## config.mk

```make
export PLATFORM = sky130hd
export DESIGN_NAME = mult_apb_top
export DESIGN_NICKNAME = d
export VERILOG_FILES = /design/src/logic/mult_pkg.sv /design/src/logic/mult_apb_top.sv /design/src/logic/sign_restore.sv /design/src/logic/shift_add_core.sv /design/src/logic/operand_conditioner.sv /design/src/logic/apb_mult_regs.sv
export SDC_FILE = /design/constraint.sdc
export NUM_CORES = 1
export LEC_CHECK = 0
export ABC_AREA = 1
export BUFFER_PORTS_ARGS = -buffer_cell sky130_fd_sc_hd__buf_2
export CORE_MARGIN = 5
export CORE_UTILIZATION = 39
export CTS_CLUSTER_SIZE = 24
export DETAILED_ROUTE_END_ITERATION = 8
export SYNTH_ARGS = -nofsm -noshare
export SYNTH_HDL_FRONTEND = slang
export SYNTH_SLANG_ARGS = --single-unit
```

## constraint.sdc

```tcl
create_clock -name clk -period 4.3 [get_ports clk]
set_input_delay 0.86 -clock clk [delete_from_list [all_inputs] [get_ports clk]]
set_output_delay 0.86 -clock clk [all_outputs]
set_load 0.05 [all_outputs]
```

## src/logic/mult_pkg.sv

```systemverilog
// Shared APB types and register map whose 32-bit data bus limits the operand width to 16 bits
package mult_pkg;

	// ===================================================================
	// Bus and operand widths
	// ===================================================================

	// Byte address space of the slave and width of the data bus
	localparam int APB_AW = 8;
	localparam int APB_DW = 32;

	// Operand width used unless the top level is given another one
	localparam int MULT_DW_DEFAULT = 16;

	// ===================================================================
	// APB channel
	// ===================================================================

	// Request from the bridge
	typedef struct packed {
		logic [APB_AW-1:0] paddr;
		logic              psel;
		logic              penable;
		logic              pwrite;
		logic [APB_DW-1:0] pwdata;
	} apb_req_t;

	// Response back to the bridge
	typedef struct packed {
		logic [APB_DW-1:0] prdata;
		logic              pready;
		logic              pslverr;
	} apb_rsp_t;

	// ===================================================================
	// Register map
	// ===================================================================
	localparam logic [APB_AW-1:0] ADDR_OP_A   = 8'h00;
	localparam logic [APB_AW-1:0] ADDR_OP_B   = 8'h04;
	localparam logic [APB_AW-1:0] ADDR_CTRL   = 8'h08;
	localparam logic [APB_AW-1:0] ADDR_STATUS = 8'h0C;
	localparam logic [APB_AW-1:0] ADDR_RESULT = 8'h10;

	// Field positions inside CTRL and STATUS
	localparam int CTRL_START_BIT  = 0;
	localparam int STATUS_BUSY_BIT = 0;
	localparam int STATUS_DONE_BIT = 1;

endpackage
```

## src/logic/mult_apb_top.sv

```systemverilog
`timescale 1ns/100ps
// Signed APB multiplier with one job at a time and DW held between 2 and 16 by the 32-bit bus
module mult_apb_top
	import mult_pkg::*;
#(
	parameter int DW = MULT_DW_DEFAULT
)
(
	input  logic     clk,
	input  logic     rst,
	input  apb_req_t apb,
	output apb_rsp_t apb_rsp,
	output logic     done
);

	logic [DW-1:0]   op_a;
	logic [DW-1:0]   op_b;
	logic            start;
	logic [DW-1:0]   mag_a;
	logic [DW-1:0]   mag_b;
	logic            neg;
	logic            load;
	logic [2*DW-1:0] product_mag;
	logic            core_done;
	logic [2*DW-1:0] result;
	logic            result_done;

	// The full product has to fit the read data bus
	if (DW < 2 || 2*DW > APB_DW)
	begin : g_dw_check
		$error("DW must lie between 2 and APB_DW/2");
	end

	// ===================================================================
	// Register block, then the datapath in job order
	// ===================================================================
	apb_mult_regs #(.DW(DW)) apb_mult_regs_i (
		.clk(clk), .rst(rst), .apb(apb), .apb_rsp(apb_rsp),
		.op_a(op_a), .op_b(op_b), .start(start),
		.result(result), .result_done(result_done), .done(done)
	);

	operand_conditioner #(.DW(DW)) operand_conditioner_i (
		.clk(clk), .rst(rst), .start(start), .op_a(op_a), .op_b(op_b),
		.mag_a(mag_a), .mag_b(mag_b), .neg(neg), .load(load)
	);

	shift_add_core #(.DW(DW)) shift_add_core_i (
		.clk(clk), .rst(rst), .load(load), .mag_a(mag_a), .mag_b(mag_b),
		.product_mag(product_mag), .core_done(core_done)
	);

	sign_restore #(.DW(DW)) sign_restore_i (
		.clk(clk), .rst(rst), .core_done(core_done), .product_mag(product_mag),
		.neg(neg), .start(start), .result(result), .result_done(result_done)
	);

endmodule

```

## src/logic/sign_restore.sv

```systemverilog
`timescale 1ns/100ps
// Result register that expects neg to stay stable from load until core_done
module sign_restore
	import mult_pkg::*;
#(
	parameter int DW = MULT_DW_DEFAULT
)
(
	input  logic            clk,
	input  logic            rst,
	input  logic            core_done,
	input  logic [2*DW-1:0] product_mag,
	input  logic            neg,
	input  logic            start,
	output logic [2*DW-1:0] result,
	output logic            result_done
);

	logic [2*DW-1:0] product_neg;

	// ===================================================================
	// Two's complement of the magnitude
	// ===================================================================

	// A magnitude of zero stays zero after negation
	assign product_neg = ~product_mag + (2*DW)'(1);

	// ===================================================================
	// Result and done flag
	// ===================================================================
	always_ff @(posedge clk or negedge rst)
	begin
		if (!rst)
		begin
			result      <= '0;
			result_done <= 1'b0;
		end
		else
		begin
			if (core_done)
			begin
				result      <= neg ? product_neg : product_mag;
				result_done <= 1'b1;
			end
			// The old result stays readable and only its done flag is dropped
			else if (start)
			begin
				result_done <= 1'b0;
			end
		end
	end

	// Done only follows a finished sweep of the core
	assert property (@(posedge clk) disable iff (!rst)
		$rose(result_done) |-> $past(core_done));

endmodule

```

## src/logic/shift_add_core.sv

```systemverilog
`timescale 1ns/100ps
// Unsigned shift-and-add multiplier taking DW cycles after load and accepting no new load mid-run
module shift_add_core
	import mult_pkg::*;
#(
	parameter int DW = MULT_DW_DEFAULT
)
(
	input  logic            clk,
	input  logic            rst,
	input  logic            load,
	input  logic [DW-1:0]   mag_a,
	input  logic [DW-1:0]   mag_b,
	output logic [2*DW-1:0] product_mag,
	output logic            core_done
);

	// Counter just wide enough to index every multiplier bit
	localparam int CW = $clog2(DW);

	logic [DW-1:0]   mplier;
	logic [2*DW-1:0] mcand;
	logic [2*DW-1:0] acc;
	logic [2*DW-1:0] addend;
	logic [CW-1:0]   count;
	logic            running;
	logic            last;

	// ===================================================================
	// Partial product
	// ===================================================================

	// Multiplicand shifted up to the weight of the bit under test
	// Nothing is added when that multiplier bit is zero
	assign addend = mplier[count] ? (mcand << count) : '0;

	// Highest multiplier bit ends the sweep
	assign last = (count == CW'(DW-1));

	// ===================================================================
	// Sweep over the multiplier
	// ===================================================================
	always_ff @(posedge clk or negedge rst)
	begin
		if (!rst)
		begin
			mplier    <= '0;
			mcand     <= '0;
			acc       <= '0;
			count     <= '0;
			running   <= 1'b0;
			core_done <= 1'b0;
		end
		else
		begin
			core_done <= 1'b0;
			if (load)
			begin
				// Fresh job with operands held locally for the whole sweep
				mplier  <= mag_a;
				mcand   <= {{DW{1'b0}}, mag_b};
				acc     <= '0;
				count   <= '0;
				running <= 1'b1;
			end
			else if (running)
			begin
				acc <= acc + addend;
				if (last)
				begin
					// Accumulator holds the final sum in the same cycle as done
					running   <= 1'b0;
					core_done <= 1'b1;
					count     <= '0;
				end
				else
				begin
					count <= count + CW'(1);
				end
			end
		end
	end

	assign product_mag = acc;

	// Bit index never leaves the multiplier when DW is not a power of two
	assert property (@(posedge clk) disable iff (!rst) int'(count) < DW);

	// Sign restore samples done as a single pulse
	assert property (@(posedge clk) disable iff (!rst) core_done |=> !core_done);

endmodule

```

## src/logic/operand_conditioner.sv

```systemverilog
`timescale 1ns/100ps
// Sign and magnitude split where the most negative operand maps to the unsigned value 2**(DW-1)
module operand_conditioner
	import mult_pkg::*;
#(
	parameter int DW = MULT_DW_DEFAULT
)
(
	input  logic          clk,
	input  logic          rst,
	input  logic          start,
	input  logic [DW-1:0] op_a,
	input  logic [DW-1:0] op_b,
	output logic [DW-1:0] mag_a,
	output logic [DW-1:0] mag_b,
	output logic          neg,
	output logic          load
);

	logic          sign_a;
	logic          sign_b;
	logic [DW-1:0] abs_a;
	logic [DW-1:0] abs_b;

	// ===================================================================
	// Magnitude of each operand
	// ===================================================================

	// The top bit carries the sign in two's complement
	assign sign_a = op_a[DW-1];
	assign sign_b = op_b[DW-1];

	// Negation wraps the most negative value onto itself
	// Read as unsigned it is still the right magnitude
	assign abs_a = sign_a ? (~op_a + DW'(1)) : op_a;
	assign abs_b = sign_b ? (~op_b + DW'(1)) : op_b;

	// ===================================================================
	// Capture on start
	// ===================================================================
	always_ff @(posedge clk or negedge rst)
	begin
		if (!rst)
		begin
			mag_a <= '0;
			mag_b <= '0;
			neg   <= 1'b0;
			load  <= 1'b0;
		end
		else
		begin
			// Load follows start by one cycle, together with the new magnitudes
			load <= start;
			if (start)
			begin
				mag_a <= abs_a;
				mag_b <= abs_b;
				// Product is negative only when exactly one operand is
				neg   <= sign_a ^ sign_b;
			end
		end
	end

endmodule

```

## src/logic/apb_mult_regs.sv

```systemverilog
`timescale 1ns/100ps
// APB slave with no wait states that rejects operand and control writes while a job is running
module apb_mult_regs
	import mult_pkg::*;
#(
	parameter int DW = MULT_DW_DEFAULT
)
(
	input  logic            clk,
	input  logic            rst,
	input  apb_req_t        apb,
	output apb_rsp_t        apb_rsp,
	output logic [DW-1:0]   op_a,
	output logic [DW-1:0]   op_b,
	output logic            start,
	input  logic [2*DW-1:0] result,
	input  logic            result_done,
	output logic            done
);

	logic              access;
	logic              wr_acc;
	logic              rd_acc;
	logic              addr_rw;
	logic              addr_ro;
	logic              wr_err;
	logic              wr_ok;
	logic              busy;
	logic [APB_DW-1:0] rd_data;

	// ===================================================================
	// Access decode
	// ===================================================================

	// Only the access cycle of a transfer does anything
	assign access = apb.psel & apb.penable;
	assign wr_acc = access & apb.pwrite;
	assign rd_acc = access & ~apb.pwrite;

	// Writable registers and registers that can only be read
	assign addr_rw = (apb.paddr == ADDR_OP_A) || (apb.paddr == ADDR_OP_B) ||
		(apb.paddr == ADDR_CTRL);
	assign addr_ro = (apb.paddr == ADDR_STATUS) || (apb.paddr == ADDR_RESULT);

	// A write fails on a read-only or unmapped address, and on any address while busy
	assign wr_err = wr_acc & (~addr_rw | busy);
	assign wr_ok  = wr_acc & ~wr_err;

	// ===================================================================
	// Operand and control registers
	// ===================================================================
	always_ff @(posedge clk or negedge rst)
	begin
		if (!rst)
		begin
			op_a  <= '0;
			op_b  <= '0;
			start <= 1'b0;
			busy  <= 1'b0;
		end
		else
		begin
			// Start is a single-cycle pulse in the cycle after the CTRL write
			start <= wr_ok && (apb.paddr == ADDR_CTRL) && apb.pwdata[CTRL_START_BIT];
			if (wr_ok && (apb.paddr == ADDR_OP_A))
				op_a <= apb.pwdata[DW-1:0];
			if (wr_ok && (apb.paddr == ADDR_OP_B))
				op_b <= apb.pwdata[DW-1:0];
			// The same edge that sets busy also clears the old result_done downstream
			if (start)
				busy <= 1'b1;
			else if (result_done)
				busy <= 1'b0;
		end
	end

	// ===================================================================
	// Read data and response
	// ===================================================================
	always_comb
	begin
		rd_data = '0;
		case (apb.paddr)
			ADDR_OP_A:   rd_data = APB_DW'($signed(op_a));
			ADDR_OP_B:   rd_data = APB_DW'($signed(op_b));
			ADDR_STATUS:
			begin
				rd_data[STATUS_BUSY_BIT] = busy;
				rd_data[STATUS_DONE_BIT] = result_done;
			end
			ADDR_RESULT: rd_data = APB_DW'($signed(result));
			// CTRL reads back as zero like any unmapped offset
			default:     rd_data = '0;
		endcase
	end

	always_comb
	begin
		apb_rsp.prdata  = rd_acc ? rd_data : '0;
		apb_rsp.pready  = 1'b1;
		apb_rsp.pslverr = wr_err | (rd_acc & ~(addr_rw | addr_ro));
	end

	assign done = result_done;

	// Penable is only legal inside a selected transfer
	assert property (@(posedge clk) disable iff (!rst) apb.penable |-> apb.psel);

	// A new job never starts on top of one still in the datapath
	assert property (@(posedge clk) disable iff (!rst) start |-> !busy);

endmodule

```

==> flow_summary_export.csv <==
group,metric,value,unit
logic_synthesis,ys_types,47,
pwr,ir_drop,249,uV
timing,fin_crit_sh,86.1,%
placed_design,pre_cts_ws,589,ps
timing,max_freq,270,MHz
logic_synthesis,yosysTopAreaCell,"dfrtp_1",
layout,syn_to_final_growth,10.2,%
placed_design,port_buffers,62,
layout,fin_cells,2295,
timing,skew,11.2,ps
floorplan,die-area,34600,sq um
clocking,clock_latency,440,ps
logic_synthesis,synth_flop_cell,"dfrtp_1",
logic_synthesis,async_reset_ff_share,100,%
global_routing,gr-total-overflow,0,
logic_synthesis,synthCells,1855,
drt,routed_wl,36.4,mm
logic_synthesis,synth_common_cells,"nand2_1, inv_1, o21ai_0, dfrtp_1, nor2_1",
clocking,htree_levels,4,
timing,setup_tns,0,ps
clocking,clock_path_buffers,2,
clocking,ctsHoldBuffers,0,
logic_synthesis,syn_area,12100,sq um
drt,firstDrtPassIters,5,
timing,fin_ws,596,ps
logic_synthesis,synth-edff-count,0,
clocking,cts-buffers-inserted,17,
critical_path,cp.required,3440,ps
timing,slew_headroom,38.9,%
placed_design,dp_cells,2263,
drt,via_per_inst,5.01,
floorplan,io_pins,80,
run_status,outcome,"complete, no violations",
layout,fin_util,43.5,%
timing,grt_setup_unrepaired,"false",
layout,nNetsFinal,1967,
drt,wl_per_cell,15.9,microns
critical_path,arrival,2840,ps
critical_path,crit_path_max_fanout,23,
clocking,tritoncts,"yes",
global_routing,grt.total_usage,21.2,%
global_routing,grt_max_degree,93,
placed_design,dp_hpwl,28.5,mm
critical_path,path_class,"input pin to output pin",
critical_path,endpoint_kind,"output pin",
logic_synthesis,yosysSeqAreaShare,35.4,%
layout,drive_gt1_share,7.06,%
floorplan,die_w,186,microns
clocking,clock-sinks,171,
clocking,ctsResizeCount,0,
global_routing,grt_pass1_vias,10600,
drt,ant_nets,0,
timing,tightest_slew,917,ps
layout,diodes,0,
global_routing,antenna_found_initial,0,
logic_synthesis,syn_avg_cell_area,6.51,sq um
floorplan,start_util,39.5,%
timing,holdWs,449,ps
timing,period_minus_slack,3700,ps
floorplan,die_y,186,microns
floorplan,num_rows,64,
logic_synthesis,yosys_register_bits,171,
logic_synthesis,yosysWarnings,0,
run,cap_violations,0,
placed_design,place_congestion,0.911,
min_path,hold_path_class,"input pin to async pin",
logic_synthesis,synth_area_leaders,"dfrtp_1, nand2_1, inv_1",
drt,vias,11500,
logic_synthesis,synth.top_cell.area_share,35.4,%
clocking,ctsRootBufferMaster,"clkbuf_16",
timing,hold_viol_final,0,
pwr,power_density,243,nW/um^2
layout,fillers,3322,
timing,maxSlewViolCount,0,
critical_path,crit_path_start_kind,"input pin",
clocking,post_cts_buffers,0,
logic_synthesis,postSynthNetCount,1936,
layout,final_area,13300,sq um
pwr,p_leak,7.25,nW
pwr,finalPower,3.24,mW
placed_design,place_area,12700,sq um
timing,setup_viol,0,
global_routing,grt_first_pass_wirelength,57.6,mm
logic_synthesis,yosysMostFrequentCell,"nand2_1",
clocking,path_clk_slew,70,ps
drt,drt_iter0_drc,962,
floorplan,core,30600,sq um
drt,drc,0,
-- routing by layer --
metal  vias to the layer above  part of all wire, %  track usage (%)
li1                       5894                    -                -
met1                      5285                   52             33.6
met3                        36                  4.9             2.60
met5                         -                    0                0
met2                       283                   42             30.4
met4                         0                  1.9             5.57
-- worst max-delay path, stage by stage --
cell and delay, ps:
buf_2 110, nor2_4 160, nand2_2 110, nor2_4 260, nand2_1 490, a21oi_2 430, o21ai_1 110, inv_1 60
buf_2 250
-- area by class of cell --
type                    instances  area (sq um)  area share, %
inverters                     315          1180           8.88
flip-flops and latches        171          4280           32.1
clock buffers                  19           453           3.40
repair buffers                 77           442           3.32
clock inverters                13           130          0.977
multi-input cells            1304          6330           47.6
well taps                     396           495           3.72
-- where the power goes --
group	switching [mW]	total (mW)	internal, mW
Sequential	0.000336	1.61	1.61
Combinational	0.0596	0.0784	0.0188
Clock	0.711	1.55	0.844
Total	0.771	3.24	2.47
-- cell usage in the layout, fill, tap and decap left out, types with 12 or more instances in the layout --
| cell type | synthesis | layout |
|---|---|---|
| nand2_1 | 607 | 607 |
| inv_1 | 310 | 310 |
| o21ai_0 | 183 | 183 |
| dfrtp_1 | 171 | 171 |
| nor2_1 | 136 | 136 |
| nand3_1 | 105 | 105 |
| buf_2 | 16 | 61 |
| a21oi_1 | 39 | 39 |
| ha_1 | 35 | 35 |
| xor2_1 | 34 | 34 |
| nor3_1 | 20 | 19 |
| o22ai_1 | 19 | 19 |
| clkbuf_16 | 0 | 17 |
| o21ai_1 | 15 | 15 |
| nand4_1 | 14 | 14 |
| buf_4 | 3 | 14 |
| xnor2_1 | 12 | 12 |
-- registers in the layout, summed over array words and instances (netlist names), 4 cells and up --
signal,flops
shift_add_core_i.product_mag,32
sign_restore_i.result,32
apb_mult_regs_i.op_a,16
apb_mult_regs_i.op_b,16
operand_conditioner_i.mag_a,16
operand_conditioner_i.mag_b,16
shift_add_core_i.mcand,16
shift_add_core_i.mplier,16
shift_add_core_i.count,4
-- cell families after synthesis --
family	after synthesis	share of synthesized area, %
compound gates	299	13.7
xor+xnor	46	3.34
fa+ha+maj	36	3.79
buf+inv	380	12.2
flops	171	35.4
mux	3	0.249
other cells	1	0.0310
simple gates	919	31.3
-- worst paths after layout --
path	from	end	slack, ps	cells after the start
worst max-delay path	apb[36]	apb_rsp[32]	600	9
worst min-delay path	rst	shift_add_core_i.product_mag[19]	450	1
worst max register to register	shift_add_core_i.count[1]	shift_add_core_i.product_mag[21]	710	19
worst min register to register	shift_add_core_i.mplier[7]	shift_add_core_i.mplier[7]	470	2
max in group asynchronous	rst	apb_mult_regs_i.op_a[1]	2920	2
min in group clk	shift_add_core_i.mplier[7]	shift_add_core_i.mplier[7]	470	2
Note: power is estimated with default switching activity, not from simulation.
